--- src/source/fp_types_pkg.sv ---
// binary32 field types
// format constants for the adder core and its driver

package fp_types_pkg;

  // ----------------------------
  // field types
  // ----------------------------
  typedef logic [31:0] fp32_t;    // sign, exponent, fraction
  typedef logic [7:0]  fp_exp_t;  // biased exponent
  typedef logic [22:0] fp_man_t;  // stored fraction, hidden bit not included

  // ----------------------------
  // format constants
  // ----------------------------
  localparam int FP_BIAS = 127;

  // all ones exponent marks infinity and nan
  localparam fp_exp_t FP_EXP_INF = 8'hFF;

  localparam fp32_t FP_QNAN = 32'h7FC0_0000;  // canonical quiet nan

endpackage

--- src/source/fp_add_regs_pkg.sv ---
// host register map of the fp add unit
// address type, register addresses, status bit positions

package fp_add_regs_pkg;

  typedef logic [2:0] reg_addr_t;

  // register addresses
  localparam reg_addr_t ADDR_OPA    = 3'd0;  // rw
  localparam reg_addr_t ADDR_OPB    = 3'd1;  // rw
  localparam reg_addr_t ADDR_CTRL   = 3'd2;  // wo, bit 0 is go
  localparam reg_addr_t ADDR_STATUS = 3'd3;  // ro
  localparam reg_addr_t ADDR_RESULT = 3'd4;  // ro

  // status bits
  localparam int STAT_BUSY_BIT = 0;
  localparam int STAT_DONE_BIT = 1;

endpackage

--- src/source/fp_stream_if.sv ---
// operand and result channels between driver and adder core
// strobe/acknowledge transfers, one word per transfer

interface fp_stream_if import fp_types_pkg::*; ();

  // operand a
  fp32_t a;
  logic  a_stb;
  logic  a_ack;

  // operand b
  fp32_t b;
  logic  b_stb;
  logic  b_ack;

  // sum
  fp32_t z;
  logic  z_stb;
  logic  z_ack;

  modport src (output a, a_stb, b, b_stb, z_ack,
               input  a_ack, b_ack, z, z_stb);

  modport snk (output a_ack, b_ack, z, z_stb,
               input  a, a_stb, b, b_stb, z_ack);

endinterface

--- src/source/fp_req_if.sv ---
// request and status link between register block and driver

interface fp_req_if import fp_types_pkg::*; ();

  logic  start;  // one cycle pulse
  fp32_t a;
  fp32_t b;

  logic  busy;
  logic  done;   // sticky until next accepted start
  fp32_t z;

  modport regs (output start, a, b,
                input  busy, done, z);

  modport drv  (output busy, done, z,
                input  start, a, b);

endinterface

--- src/source/fp_adder.sv ---
// serial binary32 adder core
// strobe/acknowledge operand and result channels
// round to nearest even, subnormals supported, one bit shifted per cycle

module fp_adder import fp_types_pkg::*; (
  input  logic     clk,
  input  logic     rst,
  fp_stream_if.snk stream
);

  typedef enum logic [3:0] {
    GET_A, GET_B, UNPACK, ALIGN, ADD, NORM, ROUND, PACK, PUT_Z
  } add_state_t;

  add_state_t state;

  fp32_t       a_in, b_in;      // raw operands
  logic        a_s, b_s, z_s;
  logic [9:0]  a_e, b_e, z_e;   // unbiased by nothing, subnormals use 1
  logic [26:0] a_m, b_m;        // hidden bit, fraction, guard, round, sticky
  logic [27:0] sum;             // carry on top
  logic [23:0] man;

  // ----------------------------
  // field decode and specials
  // ----------------------------
  fp_exp_t a_ef, b_ef;
  fp_man_t a_mf, b_mf;
  logic    a_nan, b_nan, a_inf, b_inf, a_zero, b_zero;
  logic    special;
  fp32_t   special_z;

  assign a_ef = a_in[30:23];
  assign b_ef = b_in[30:23];
  assign a_mf = a_in[22:0];
  assign b_mf = b_in[22:0];

  assign a_nan  = (a_ef == FP_EXP_INF) && (a_mf != '0);
  assign b_nan  = (b_ef == FP_EXP_INF) && (b_mf != '0);
  assign a_inf  = (a_ef == FP_EXP_INF) && (a_mf == '0);
  assign b_inf  = (b_ef == FP_EXP_INF) && (b_mf == '0);
  assign a_zero = (a_in[30:0] == '0);
  assign b_zero = (b_in[30:0] == '0);

  always_comb begin
    special   = 1'b1;
    special_z = FP_QNAN;
    if (a_nan || b_nan || (a_inf && b_inf && (a_in[31] != b_in[31]))) begin
      special_z = FP_QNAN;
    end else if (a_inf) begin
      special_z = a_in;
    end else if (b_inf) begin
      special_z = b_in;
    end else if (a_zero && b_zero) begin
      special_z = {a_in[31] & b_in[31], 31'd0};  // +0 unless both negative
    end else if (a_zero) begin
      special_z = b_in;
    end else if (b_zero) begin
      special_z = a_in;
    end else begin
      special = 1'b0;
    end
  end

  // ----------------------------
  // rounding
  // ----------------------------
  logic        round_up;
  logic [24:0] man_rnd;

  // guard and (lsb or round or sticky)
  assign round_up = sum[2] & (sum[3] | sum[1] | sum[0]);
  assign man_rnd  = {1'b0, sum[26:3]} + {24'd0, round_up};

  // one step right, lost bits fold into sticky
  function automatic logic [26:0] shr_sticky(input logic [26:0] m);
    return {1'b0, m[26:2], m[1] | m[0]};
  endfunction

  // ----------------------------
  // main FSM
  // ----------------------------
  always_ff @(posedge clk) begin
    if (rst) begin
      state        <= GET_A;
      stream.a_ack <= 1'b0;
      stream.b_ack <= 1'b0;
      stream.z_stb <= 1'b0;
    end else begin
      case (state)
        GET_A: begin
          if (stream.a_ack && stream.a_stb) begin
            a_in         <= stream.a;
            stream.a_ack <= 1'b0;
            state        <= GET_B;
          end else begin
            stream.a_ack <= 1'b1;
          end
        end

        GET_B: begin
          if (stream.b_ack && stream.b_stb) begin
            b_in         <= stream.b;
            stream.b_ack <= 1'b0;
            state        <= UNPACK;
          end else begin
            stream.b_ack <= 1'b1;
          end
        end

        UNPACK: begin
          a_s <= a_in[31];
          b_s <= b_in[31];
          a_e <= (a_ef == '0) ? 10'd1 : {2'b00, a_ef};
          b_e <= (b_ef == '0) ? 10'd1 : {2'b00, b_ef};
          a_m <= {a_ef != '0, a_mf, 3'b000};
          b_m <= {b_ef != '0, b_mf, 3'b000};
          if (special) begin
            stream.z     <= special_z;
            stream.z_stb <= 1'b1;
            state        <= PUT_Z;
          end else begin
            state <= ALIGN;
          end
        end

        ALIGN: begin
          if (a_e > b_e) begin
            if (b_m[26:1] == '0) b_e <= a_e;  // only sticky left
            else begin
              b_m <= shr_sticky(b_m);
              b_e <= b_e + 10'd1;
            end
          end else if (b_e > a_e) begin
            if (a_m[26:1] == '0) a_e <= b_e;
            else begin
              a_m <= shr_sticky(a_m);
              a_e <= a_e + 10'd1;
            end
          end else begin
            state <= ADD;
          end
        end

        ADD: begin
          z_e <= a_e;
          if (a_s == b_s) begin
            sum <= {1'b0, a_m} + {1'b0, b_m};
            z_s <= a_s;
          end else if (a_m >= b_m) begin
            sum <= {1'b0, a_m - b_m};
            z_s <= (a_m == b_m) ? 1'b0 : a_s;  // exact cancel gives +0
          end else begin
            sum <= {1'b0, b_m - a_m};
            z_s <= b_s;
          end
          state <= NORM;
        end

        NORM: begin
          if (sum[27]) begin
            sum <= {1'b0, sum[27:2], sum[1] | sum[0]};
            z_e <= z_e + 10'd1;
          end else if (!sum[26] && z_e > 10'd1 && sum != '0) begin
            sum <= {sum[26:0], 1'b0};  // stops at subnormal boundary
            z_e <= z_e - 10'd1;
          end else begin
            state <= ROUND;
          end
        end

        ROUND: begin
          if (man_rnd[24]) begin
            man <= man_rnd[24:1];  // mantissa overflow
            z_e <= z_e + 10'd1;
          end else begin
            man <= man_rnd[23:0];
          end
          state <= PACK;
        end

        PACK: begin
          if (z_e >= 10'd255) stream.z <= {z_s, FP_EXP_INF, 23'd0};
          else stream.z <= {z_s, man[23] ? z_e[7:0] : 8'd0, man[22:0]};
          stream.z_stb <= 1'b1;
          state        <= PUT_Z;
        end

        PUT_Z: begin
          if (stream.z_stb && stream.z_ack) begin
            stream.z_stb <= 1'b0;
            state        <= GET_A;
          end
        end

        default: state <= GET_A;
      endcase
    end
  end

endmodule

--- src/source/fp_add_driver.sv ---
// request sequencer for the serial adder core
// latches operands, strobes a then b, waits for the sum

module fp_add_driver (
  input  logic     clk,
  input  logic     rst,
  fp_req_if.drv    req,
  fp_stream_if.src stream
);

  typedef enum logic [1:0] {
    IDLE,
    SEND_A,
    SEND_B,
    WAIT_Z
  } drv_state_t;

  drv_state_t state;
  logic       accept;

  assign accept   = (state == IDLE) && req.start;  // start while busy is dropped
  assign req.busy = (state != IDLE);

  // ----------------------------
  // operand latch
  // ----------------------------
  // held until the core takes them, host may rewrite OPA/OPB meanwhile
  always_ff @(posedge clk) begin
    if (accept) begin
      stream.a <= req.a;
      stream.b <= req.b;
    end
  end

  // ----------------------------
  // sequencing FSM
  // ----------------------------
  always_ff @(posedge clk) begin
    if (rst) begin
      state         <= IDLE;
      stream.a_stb  <= 1'b0;
      stream.b_stb  <= 1'b0;
      stream.z_ack  <= 1'b0;
      req.done      <= 1'b0;
      req.z         <= '0;
    end else begin
      case (state)
        IDLE: begin
          if (accept) begin
            req.done     <= 1'b0;
            stream.a_stb <= 1'b1;
            state        <= SEND_A;
          end
        end

        SEND_A: begin
          if (stream.a_stb && stream.a_ack) begin
            stream.a_stb <= 1'b0;
            stream.b_stb <= 1'b1;
            state        <= SEND_B;
          end
        end

        SEND_B: begin
          if (stream.b_stb && stream.b_ack) begin
            stream.b_stb <= 1'b0;
            stream.z_ack <= 1'b1;  // ready for the sum
            state        <= WAIT_Z;
          end
        end

        WAIT_Z: begin
          if (stream.z_stb && stream.z_ack) begin
            req.z        <= stream.z;
            req.done     <= 1'b1;  // sticky
            stream.z_ack <= 1'b0;
            state        <= IDLE;
          end
        end

        default: state <= IDLE;
      endcase
    end
  end

endmodule

--- src/source/fp_add_regs.sv ---
// host register block of the fp add unit
// operand registers, go pulse, status and result readback

module fp_add_regs import fp_add_regs_pkg::*; (
  input  logic        clk,
  input  logic        rst,
  input  logic        wr_en,
  input  logic        rd_en,
  input  reg_addr_t   addr,
  input  logic [31:0] wdata,
  output logic [31:0] rdata,
  fp_req_if.regs      req
);

  logic [31:0] status;

  always_comb begin
    status                = '0;
    status[STAT_BUSY_BIT] = req.busy;
    status[STAT_DONE_BIT] = req.done;
  end

  // ----------------------------
  // write side
  // ----------------------------
  always_ff @(posedge clk) begin
    if (rst) begin
      req.a     <= '0;
      req.b     <= '0;
      req.start <= 1'b0;
    end else begin
      req.start <= wr_en && (addr == ADDR_CTRL) && wdata[0];  // high for one cycle
      if (wr_en && (addr == ADDR_OPA)) req.a <= wdata;
      if (wr_en && (addr == ADDR_OPB)) req.b <= wdata;
    end
  end

  // ----------------------------
  // read side
  // ----------------------------
  always_ff @(posedge clk) begin
    if (rst) begin
      rdata <= '0;
    end else if (rd_en) begin
      case (addr)
        ADDR_OPA:    rdata <= req.a;
        ADDR_OPB:    rdata <= req.b;
        ADDR_STATUS: rdata <= status;
        ADDR_RESULT: rdata <= req.z;
        default:     rdata <= '0;  // ctrl and unmapped
      endcase
    end
  end

endmodule

--- src/source/fp_add_unit.sv ---
// fp add unit top level
// register block, driver and serial adder core

module fp_add_unit import fp_add_regs_pkg::*; (
  input  logic        clk,
  input  logic        rst,
  input  logic        wr_en,
  input  logic        rd_en,
  input  reg_addr_t   addr,
  input  logic [31:0] wdata,
  output logic [31:0] rdata
);

  fp_req_if    req_if ();
  fp_stream_if stream_if ();

  // ----------------------------
  // host side
  // ----------------------------
  fp_add_regs u_regs (
    .clk   (clk),
    .rst   (rst),
    .wr_en (wr_en),
    .rd_en (rd_en),
    .addr  (addr),
    .wdata (wdata),
    .rdata (rdata),
    .req   (req_if.regs)
  );

  // ----------------------------
  // sequencing and arithmetic
  // ----------------------------
  fp_add_driver u_driver (
    .clk    (clk),
    .rst    (rst),
    .req    (req_if.drv),
    .stream (stream_if.src)
  );

  fp_adder u_adder (
    .clk    (clk),
    .rst    (rst),
    .stream (stream_if.snk)
  );

endmodule

--- config.mk ---
export PLATFORM = sky130hd
export DESIGN_NAME = fp_add_unit
export DESIGN_NICKNAME = d
export VERILOG_FILES = /design/src/source/fp_types_pkg.sv /design/src/source/fp_add_regs_pkg.sv /design/src/source/fp_stream_if.sv /design/src/source/fp_req_if.sv /design/src/source/fp_adder.sv /design/src/source/fp_add_driver.sv /design/src/source/fp_add_regs.sv /design/src/source/fp_add_unit.sv
export SDC_FILE = /design/constraint.sdc
export NUM_CORES = 1
export LEC_CHECK = 0
export BUFFER_PORTS_ARGS = -buffer_cell sky130_fd_sc_hd__buf_2
export CORE_MARGIN = 10
export CORE_UTILIZATION = 30
export CTS_CLUSTER_DIAMETER = 50
export DETAILED_ROUTE_END_ITERATION = 10
export PLACE_DENSITY = 0.45
export SLEW_MARGIN = 10
export SYNTH_ARGS = -nofsm -noshare
export SYNTH_HDL_FRONTEND = slang
export SYNTH_HIERARCHICAL = 1
export SYNTH_SLANG_ARGS = --single-unit
--- constraint.sdc ---
create_clock -name clk -period 6.8 [get_ports clk]
set_input_delay 0.68 -clock clk [delete_from_list [all_inputs] [get_ports clk]]
set_output_delay 0.68 -clock clk [all_outputs]
set_load 0.1 [all_outputs]
# Word level (Yosys, flattened, before mapping)
# Index checks and enable logic that the tools add are counted.
[word_totals]
register_bits = 441
input_bits = 39
wordCells = 233
[op_classes]
n_addsub = 8
n_lt_le_gt_ge = 5
eq_ne = 38
n_mux = 76
bitwise = 8
n_reduce_logical = 67
[op_table]
columns = ["operator", "count"]
rows = [
  ["32-bit two-way mux", 7],
  ["27-bit two-way mux", 6],
  ["32-bit one-hot mux with 4 select lines", 1],
  ["27-bit one-hot mux with 2 select lines", 2],
  ["28-bit two-way mux", 3],
  ["10-bit two-way mux", 8],
  ["32-bit one-hot mux with 2 select lines", 1],
  ["31-bit zero test", 2],
  ["28-bit one-hot mux with 2 select lines", 1],
  ["27-bit subtractor", 2],
  ["26-bit zero test", 2],
  ["23-bit zero test", 2],
  ["23-bit nonzero test", 2],
  ["10-bit one-hot mux with 2 select lines", 2],
  ["4-bit one-hot mux with 9 select lines", 1],
  ["4-bit two-way mux", 8],
  ["31-bit two-way mux", 1],
  ["10-bit by 1-bit adder with 10-bit output (second input constant)", 3],
  ["10-bit one-hot mux with 3 select lines", 1],
  ["3-bit AND reduction", 10],
  ["27-bit by 27-bit adder with 28-bit output", 1],
  ["28-bit nonzero test", 1],
  ["27-bit == test", 1],
  ["27-bit greater-or-equal comparator", 1],
  ["other kinds (44)", 133],
]

# Longest topological paths before layout
# Gate-level depths: netlist of the first run.
[logic_depth]
word_depth = 9
ltp_mapped = 14
depth_no_buf = 13

# Cells and area by module
# The synthesis of the first run kept the hierarchy.
[by_module_without_submodules]
columns = ["mod", "n_inst", "cells_per_inst", "area_each_um2", "seq_area_each_um2"]
rows = [
  ["fp_adder", 1, 1721, 16116.7, 7196.9],
  ["fp_add_regs", 1, 444, 3977.6, 1941.9],
  ["fp_add_driver", 1, 248, 3400.8, 2682.6],
]

# Worst setup path after synthesis of the first run
# OpenSTA, ideal clock, no wires.
[synth_path]
path_type = "flip-flop to flip-flop"
from = "reg u_adder.a_e[1]"
to = "reg u_adder.b_m[0] (enable)"
setup_time_ps = 453
arrival_ps = 4477
slack_ps = 1870
stages_incl_launch_ff = 11
period_less_slack_ps = 4930
path_cell_list = "edfxtp_1 inv_1 ha_1 nor2b_1 o21a_1 o21bai_1 a21oi_1 a211oi_1 nor2b_1 nor3_1 a21boi_0"
[synth_via]
elab_chain_len = 3
[synth_rtl]
columns = ["item", "line", "text"]
rows = [
  ["start, declared", "fp_adder.sv:19", "logic [9:0] a_e, b_e, z_e;"],
  ["start signal, assigned", "fp_adder.sv:114", "a_e <= (a_ef == '0) ? 10'd1 : {2'b00, a_ef};"],
  ["start signal, assigned", "fp_adder.sv:138", "a_e <= a_e + 10'd1;"],
  ["10-bit > comparator", "fp_adder.sv:128", "if (a_e > b_e) begin"],
  ["2-bit by 1-bit inequality test with 1-bit output (no source line)", "n/a", ""],
  ["4-bit AND reduction (no source line)", "n/a", ""],
  ["end signal, assigned", "fp_adder.sv:117", "b_m <= {b_ef != '0, b_mf, 3'b000};"],
  ["end signal, assigned", "fp_adder.sv:131", "b_m <= shr_sticky(b_m);"],
  ["end, declared", "fp_adder.sv:20", "logic [26:0] a_m, b_m;"],
]
# Every way passes these cells.
# A chain may end at the register's enable or synchronous reset.

# Final worst setup path of the first run
[layout_path]
from = "reg u_adder.a_m[1]"
to = "reg u_adder.sum[24], data pin"
[layout_via]
elab_chain_len = 4
word_cells_on_any_way = 7
[layout_rtl]
columns = ["item", "line", "text"]
rows = [
  ["start, declared", "fp_adder.sv:20", ""],
  ["start signal, assigned", "fp_adder.sv:116", "a_m <= {a_ef != '0, a_mf, 3'b000};"],
  ["start signal, assigned", "fp_adder.sv:137", "a_m <= shr_sticky(a_m);"],
  ["27-bit subtractor, or another cell as far along", "fp_adder.sv:154", "sum <= {1'b0, b_m - a_m};"],
  ["27-bit two-way mux", "fp_adder.sv:150", "end else if (a_m >= b_m) begin"],
  ["28-bit two-way mux *", "fp_adder.sv:147", "if (a_s == b_s) begin"],
  ["28-bit one-hot mux with 2 select lines *", "fp_adder.sv:90", "case (state)"],
  ["end signal, assigned", "fp_adder.sv:148", "sum <= {1'b0, a_m} + {1'b0, b_m};"],
  ["end signal, assigned", "fp_adder.sv:151", "sum <= {1'b0, a_m - b_m};"],
  ["end signal, assigned", "fp_adder.sv:154", ""],
  ["end, declared", "fp_adder.sv:21", "logic [27:0] sum;"],
]
# Mark *: on every way between the ends. The rest lies on a longest branch, timed or not.

==> metrics.md, run 1 <==
| Metric | Value |
|---|---|
| Status | finished clean |
| Final HPWL DP | 59,770 um |
| All-Layer GR Usage | 0.1742 |
| Clock Sinks | 441 |
| Power per cell area | ~270 nW/um^2 |
| Initial Utilization | 0.3028 |
| Period utilization | 0.6872 |
| Synth Cell Area | 23,500 um^2 |
| Total grt overflow | 0 |
| Place WS | ~2000 ps |
| CTS Root Buffer Type | clkbuf_16 |
| Worst endpoint required time | 7160 ps |
| Lkg Pwr | 9.647 nW |
| Part of the power in registers | 0.425 |
| Clock Skews | around 50 ps |
| Clk buf depth | 3 |
| Vias in the first global route | 18,550 |
| Worst hold path class | input pin to flop |
| Post-route DRC | 0 |
| Setup Buffers After CTS | 0 |
| IO Pins | approximately 70 |
| First-pass GRT wire length | 122,200 um |
| Worst Reg2Reg Path Length in Cells | 12 |
| Setup TNS | 0 ps |
| Most frequent cells in the layout | nand2_1, edfxtp_1, a21oi_1 |
| Fillers | 8,073 |
| Top cells by area, synth | edfxtp_1, dfxtp_1, nand2_1 |
| Slew margin rel. | 0.2565 |
| Max cap viols | 0 |
| Clk slew on worst S/H paths | ~60 ps |
| Net Sw Frac | 0.2835 |
| Routed WL | 80,690 um |
| CTS tree | yes |
| Synth cell types | 100 |
| # H-tree levels | 2 |
| Dominant cell type by area after synthesis | edfxtp_1 |
| Avg Inst Size Synth | 9.737 um^2 |
| Most common cell after layout, fill and taps aside | nand2_1 |
| Share of cells above drive strength 1 | 0.1027 |
| Worst skew pair latency | 650 ps |
| Clk pwr share | 0.436 |
| Initial antenna violation count | 1 |
| Peak supply drop | 0.0001767 V |
| Fmax | 0.2140 GHz |
| Syn Nets | around 2,600 |
| Worst setup path category | flop to flop |
| Detailed Routing Iterations Pass 1 | 5 |
| RR Startpoint | u_adder/a_m[1]$_SDFFCE_PN0P_ |
| Number of synthesized flops with an enable pin | 299 |
| Core area | 77,590 um^2 |
| Vias/cell | 5.286 |
| Main synth FF type | edfxtp_1 |
| Area Growth Syn to Fin | 14.39% |
| Die X | 299.9 um |
| Ys async rst share | 0 |
| Worst Hold Endpoint | u_regs/req.b[1]$_SDFFE_PP0P_ |
| Actual slew at the worst max-slew pin | 1115 ps |
| Largest net degree at the start of global routing | 78 |
| CTS buffer count | about 60 |
| Combinational Power Share | 0.139 |
| Drt wl/cell | 22.91 um |
| Hold depth | 3 |
| CP endpoint kind | flop |
| Synth Instances | 2,413 |
| Crit-path max FO | 24 |
| GPL Wtd Cong | 0.8986 |
| HP Start | wdata[1] |
| Sequential area share after synthesis | 0.5031 |
| R2R Path End | u_adder/sum[24]$_DFFE_PP_ |
| # diodes | 0 |
| Final setup margin | 2127 ps |
| P_sw | 0.002055 W |
| R2r setup slk | 2130 ps |
| YS warnings | 6 |
| Chip height | 299.9 um |
| First DRT Iteration DRCs | around 1,600 |
| Synth top area share | 0.3821 |
| Cts hold-fix bufs | 0 |
| Total number of vias | 18,620 |
| Unrepaired setup endpoints after global routing | false |
| Yosys reg bits | 441 |
| Crit path arrival time | roughly 5000 ps |
| Post-DRT Antenna Nets | 0 |
| Site row count | 102 |
| Min Tclk post-route | approximately 4700 ps |
| Setup Viol. Count Final | 0 |
| Max Slew Vio Count | 0 |
| Startpoint type of the worst setup path | flop |
| Final nets | between 2,000 and 3,000 |
| Die ar. | 89,910 um^2 |
| Final hold violations | 0 |
| Resized cells post-CTS | 0 |
| Pint | 0.005193 W |
| Buffers on Ports | 70 |
worst max-delay path: stages (launching register included):
cell and delay (ps):
edfxtp_1 580, inv_1 220, ha_1 460, nor2b_1 210
o31ai_1 350, a21oi_1 250, o2111a_1 360, o21a_1 370
nor2_4 690, o21ai_1 220, o221ai_1 380, mux2i_1 260
nand2_1 70
cell families after synthesis:
logic type | Yosys count | share of synthesized area
and+or+nand+nor | 802 | 0.1575
AOI/OAI and AO/OA | 685 | 0.1864
DFF | 441 | 0.5031
buffers and inverters | 252 | 0.04452
adders and majority gates | 111 | 0.06007
xor gates and xnor gates | 74 | 0.02759
muxes | 48 | 0.02082
worst max-delay path by stage:
| stage | end | startpoint | slack [ps] | cells after the start |
|---|---|---|---|---|
| final | u_adder/sum[24]$_DFFE_PP_ | u_adder/a_m[1]$_SDFFCE_PN0P_ | 2130 | 12 |
| after global placement | u_adder/sum[24]$_DFFE_PP_ | u_adder/a_m[1]$_SDFFCE_PN0P_ | 1980 | 12 |
| after global routing | u_adder/sum[24]$_DFFE_PP_ | u_adder/a_m[1]$_SDFFCE_PN0P_ | 1850 | 12 |
| after detailed placement | u_adder/sum[24]$_DFFE_PP_ | u_adder/a_m[1]$_SDFFCE_PN0P_ | 2040 | 12 |
| after floorplan | u_adder/b_m[0]$_SDFFCE_PN0P_ | u_adder/a_e[1]$_DFFE_PP_ | 1870 | 10 |
| after CTS | u_adder/sum[24]$_DFFE_PP_ | u_adder/a_m[1]$_SDFFCE_PN0P_ | 2030 | 12 |
cell type report:
cell class	count	area, um^2	share of cell area
inverter	108	405.4	0.01508
clock buffer	70	1568	0.05833
clock inverter	42	456.7	0.01699
multi-input combinational	1720	10740	0.3995
timing repair buffer	101	585.6	0.02179
sequential	441	11820	0.4398
tap	1040	1301	0.04842
state kept, by name, indices dropped and copies added, names as in the netlist, 2 cells and up:
| register | flops |
|---|---|
| u_adder/b_in | 32 |
| u_adder/z_e | 10 |
| u_adder/a_m | 27 |
| u_adder/b_e | 10 |
| u_driver/state | 2 |
| u_adder/state | 4 |
| u_regs/req.b | 32 |
| u_adder/a_e | 10 |
| u_adder/a_in | 32 |
| u_regs/rdata | 32 |
| u_adder/b_m | 27 |
| u_driver/stream.a | 32 |
| u_driver/stream.b | 32 |
| u_regs/req.a | 32 |
| u_driver/req.z | 32 |
| u_adder/stream.z | 32 |
| u_adder/man | 24 |
| u_adder/sum | 28 |
cells in the mapped netlist (6+ instances only):
master / instances
o22ai_1: 7
or2_2: 6
or4_1: 6
buf_4: 8
a211oi_1: 14
a21oi_1: 257
a22oi_1: 18
nand2b_1: 12
and3_1: 20
o221ai_1: 12
edfxtp_1: 299
a221oi_1: 6
dfxtp_1: 142
inv_1: 107
xnor2_1: 53
nand2_1: 367
o211ai_1: 11
or3_1: 12
clkbuf_1: 91
o21ai_1: 14
o31ai_1: 27
nor2b_1: 17
mux2i_1: 44
o21ai_0: 137
o21a_1: 10
and2_1: 6
a31oi_1: 12
o31a_1: 6
nor4_1: 43
o21bai_1: 17
a21o_1: 16
nand4_1: 20
nand3_1: 52
nor2_1: 164
nor3_1: 41
o2bb2ai_1: 29
a221o_1: 6
a22o_1: 35
xor2_1: 21
buf_2: 38
ha_1: 108
power groups by stage:
stage / clock [W] / sequential (W) / combinational (W)
6_report: 0.00316 / 0.00308 / 0.00101
5_1_grt: 0.00335 / 0.00309 / 0.00111
4_1_cts: 0.00323 / 0.00308 / 0.00100
3_5_place_dp: 0 / 0.00313 / 0.000995
3_3_place_gp: 0 / 0.00313 / 0.000999
2_1_floorplan: 0 / 0.00309 / 0.000695
stage by stage:
step / hold slack [ps] / util / power (W) / cells / area, um^2
global route: 258.8 / 0.3464 / 0.007548 / 3522 / 26880
global placement: 402.3 / 0.3202 / 0.004130 / 3410 / 24850
detailed placement: 404.5 / 0.3202 / 0.004129 / 3410 / 24850
floorplan: 400.3 / - / 0.003782 / 2413 / 23500
finish: 286.5 / 0.3464 / 0.007248 / 3522 / 26880
CTS: 247.5 / 0.3463 / 0.007311 / 3522 / 26870
metal layers:
metal | wire (um) | share of wire | global-route usage | vias to the layer above
met5 | 0 | 0 | 0 | -
met4 | 1522 | 0.019 | 0.03941 | 0
met3 | 4235 | 0.052 | 0.02788 | 100
met2 | 35150 | 0.44 | 0.2669 | 552
met1 | 39790 | 0.49 | 0.2536 | 9141
li1 | - | - | - | 8826
No activity file was read; power rests on OpenSTA's default activity.
==> run 2, diff against run 1 <==
Settings changed: PLACE_DENSITY 0.45 to 0.47.
Clock period 6.8 ns to 4.02 ns, I/O delays scaled along.
==> run 2 against run 1 <==
  * Setup slack worse by 1900 ps
  * Count of clock-buffer cells in the layout is 9 higher
  * Critical path depth is 2 higher
  * Register-to-register slack worse by 1900 ps
  * Clock skew is 24 ps lower
  * Combinational power is 81% higher
  * Flip-flop and latch count stayed put
==> metrics.md, run 2 (synthesis gave the netlist of run 1 again) <==
| Metric | Value |
|---|---|
| Die ar. | 89,910 um^2 (unchanged) |
| Area Growth Syn to Fin | 17.25% |
| CP Launch Point | u_adder/a_m[6]$_DFFE_PP_ |
| First-pass GRT wire length | 120,000 um (-1.8%) |
| Share of cells above drive strength 1 | 0.1250 (+0.02221) |
| First DRT Iteration DRCs | 1,636 (+1.7%) |
| Worst skew pair latency | 620 ps (-30 ps) |
| Chip height | 299.9 um (unchanged) |
| Period utilization | 0.9433 (+0.2561) |
| Final HPWL DP | 59,580 um (-0.32%) |
| Final nets | 2,663 (+3.2%) |
| All-Layer GR Usage | 0.1706 (-0.003602) |
| Peak supply drop | 0.0003437 V (+94%) |
| Vias/cell | 5.252 (-0.66%) |
| Largest net degree at the start of global routing | 66 (-15%) |
| RR Startpoint | u_adder/a_m[6]$_DFFE_PP_ |
| Final hold violations | 0 (unchanged) |
| Vias in the first global route | 18,770 (+1.2%) |
| Most frequent cells in the layout | nand2_1, edfxtp_1, a21oi_1 |
| GPL Wtd Cong | 0.9203 (+2.4%) |
| Clk slew on worst S/H paths | 60 ps (about the same) |
| Worst endpoint required time | 4380 ps (-2780 ps) |
| Setup TNS | 0 ps (unchanged) |
| Actual slew at the worst max-slew pin | 1075 ps (-40.31 ps) |
| Setup Buffers After CTS | 0 (unchanged) |
| Die X | 299.9 um (unchanged) |
| Total number of vias | 18,910 (+1.6%) |
| Most common cell after layout, fill and taps aside | nand2_1 |
| Slew margin rel. | 0.2833 (+0.02687) |
| # H-tree levels | 2 (unchanged) |
| Hold depth | 3 (unchanged) |
| Post-route DRC | 0 (unchanged) |
| Status | finished clean |
| Worst setup path category | flop to flop |
| Clock Skews | 26.09 ps (-24.36 ps) |
| Clock Sinks | 441 (unchanged) |
| CP endpoint | u_adder/sum[24]$_DFFE_PP_ |
| Max Slew Vio Count | 0 (unchanged) |
| Worst Reg2Reg Path Length in Cells | 14 (+2) |
| Worst hold path class | input pin to flop |
| Setup Viol. Count Final | 0 (unchanged) |
| Clk buf depth | 3 (unchanged) |
| CTS tree | yes |
| CTS Root Buffer Type | clkbuf_16 |
| Detailed Routing Iterations Pass 1 | 7 (+2) |
| Crit path arrival time | 4160 ps (-870 ps) |
| R2r setup slk | 230 ps (-1900 ps) |
| Max cap viols | 0 (unchanged) |
| Power per cell area | 444.4 nW/um^2 (+65%) |
| CP endpoint kind | flop |
| Startpoint type of the worst setup path | flop |
| Initial antenna violation count | 1 (unchanged) |
| Crit-path max FO | 11 (-54%) |
| Routed WL | 79,400 um (-1.6%) |
| Drt wl/cell | 22.05 um (-3.8%) |
| Fmax | 0.2637 GHz (+23%) |
| Total grt overflow | 0 (unchanged) |
| Min Tclk post-route | 3792 ps (-880.7 ps) |
| Unrepaired setup endpoints after global routing | false |
| Post-DRT Antenna Nets | 0 (unchanged) |
| IO Pins | 71 (unchanged) |
| CTS buffer count | 56 (-5.1%) |
| # diodes | 0 (unchanged) |
| Place WS | 248.8 ps (-1789 ps) |
| Core area | 77,590 um^2 (unchanged) |
| Lkg Pwr | 10.03 nW (+4.0%) |
| Final setup margin | 227.9 ps (-1899 ps) |
| Buffers on Ports | 70 (unchanged) |
| Site row count | 102 (unchanged) |
| Initial Utilization | 0.3028 (unchanged) |
| HP Start | wdata[9] |
| R2R Path End | u_adder/sum[24]$_DFFE_PP_ |
run 2: cell types whose count changed in the layout (fill, tap and decap cells not counted), moves of 3 or more:
cell / delta
dlygate4sd3_1: +16
buf_4: +67
clkinvlp_4: -3
clkbuf_16: +3
clkbuf_8: +4
clkinv_2: -9
bufinv_16: -4
clkinv_1: -4
run 2: final cells by class:
class | instances | area, um^2
Sequential cell | 441 | 11820
Fill cell | 8020 | 50050
Timing Repair Buffer | 186 | 1289
Clock buffer | 79 | 1705
Clock inverter | 27 | 297.8
Tap cell | 1040 | 1301
Multi-Input combinational cell | 1720 | 10730
Inverter | 108 | 405.4
run 2: worst min-delay path by stage:
stage / end / slack [ps]
after global routing: u_regs/req.a[29]$_SDFFE_PP0P_ / 10
after detailed placement: u_adder/a_in[0]$_DFFE_PP_ / 400
after global placement: u_adder/b_in[2]$_DFFE_PP_ / 400
final: u_regs/req.a[9]$_SDFFE_PP0P_ / 40
after floorplan: u_adder/a_in[0]$_DFFE_PP_ / 400
after CTS: u_regs/req.a[21]$_SDFFE_PP0P_ / 0.2
run 2: layer usage:
layer	track usage	vias to the layer above	wire length (um)
met5	0	-	11
met4	0.05823	2	2652
met3	0.02803	116	4055
met2	0.2604	510	34510
met1	0.2414	9294	38170
li1	-	8989	-
run 2: metrics by stage:
stage	hold slack, ps	utilization	total power [W]	instances	instance area (um^2)
5_1_grt	10.76	0.3550	0.01277	3601	27550
6_report	38.22	0.3550	0.01224	3601	27550
3_3_place_gp	403.0	0.3271	0.007064	3479	25380
2_1_floorplan	400.3	-	0.006397	2413	23500
4_1_cts	0.2101	0.3550	0.01235	3601	27540
3_5_place_dp	404.5	0.3271	0.007070	3479	25380
run 2: power by group:
group | internal, W | switching [W]
Combinational | 0.000655 | 0.00117
Sequential | 0.00502 | 0.000172
Clock | 0.00313 | 0.00209
Total | 0.00881 | 0.00343
run 2: worst max-delay path, stage by stage (launching register included):
cell	delay (ps)
edfxtp_1	400
inv_1	90
ha_1	470
a21o_1	290
nor3_1	260
a21oi_1	170
o2111a_1	330
o21a_1	250
buf_4	180
or3_1	360
o21ai_1	160
o221ai_1	180
buf_4	190
mux2i_1	150
nand2_1	60
run 2: what timing repair did:
action	CTS	global route
hold buffers	16	0
endpoints found under the hold margin	26	0
resized for setup	0	2
endpoints found under the setup margin	0	7
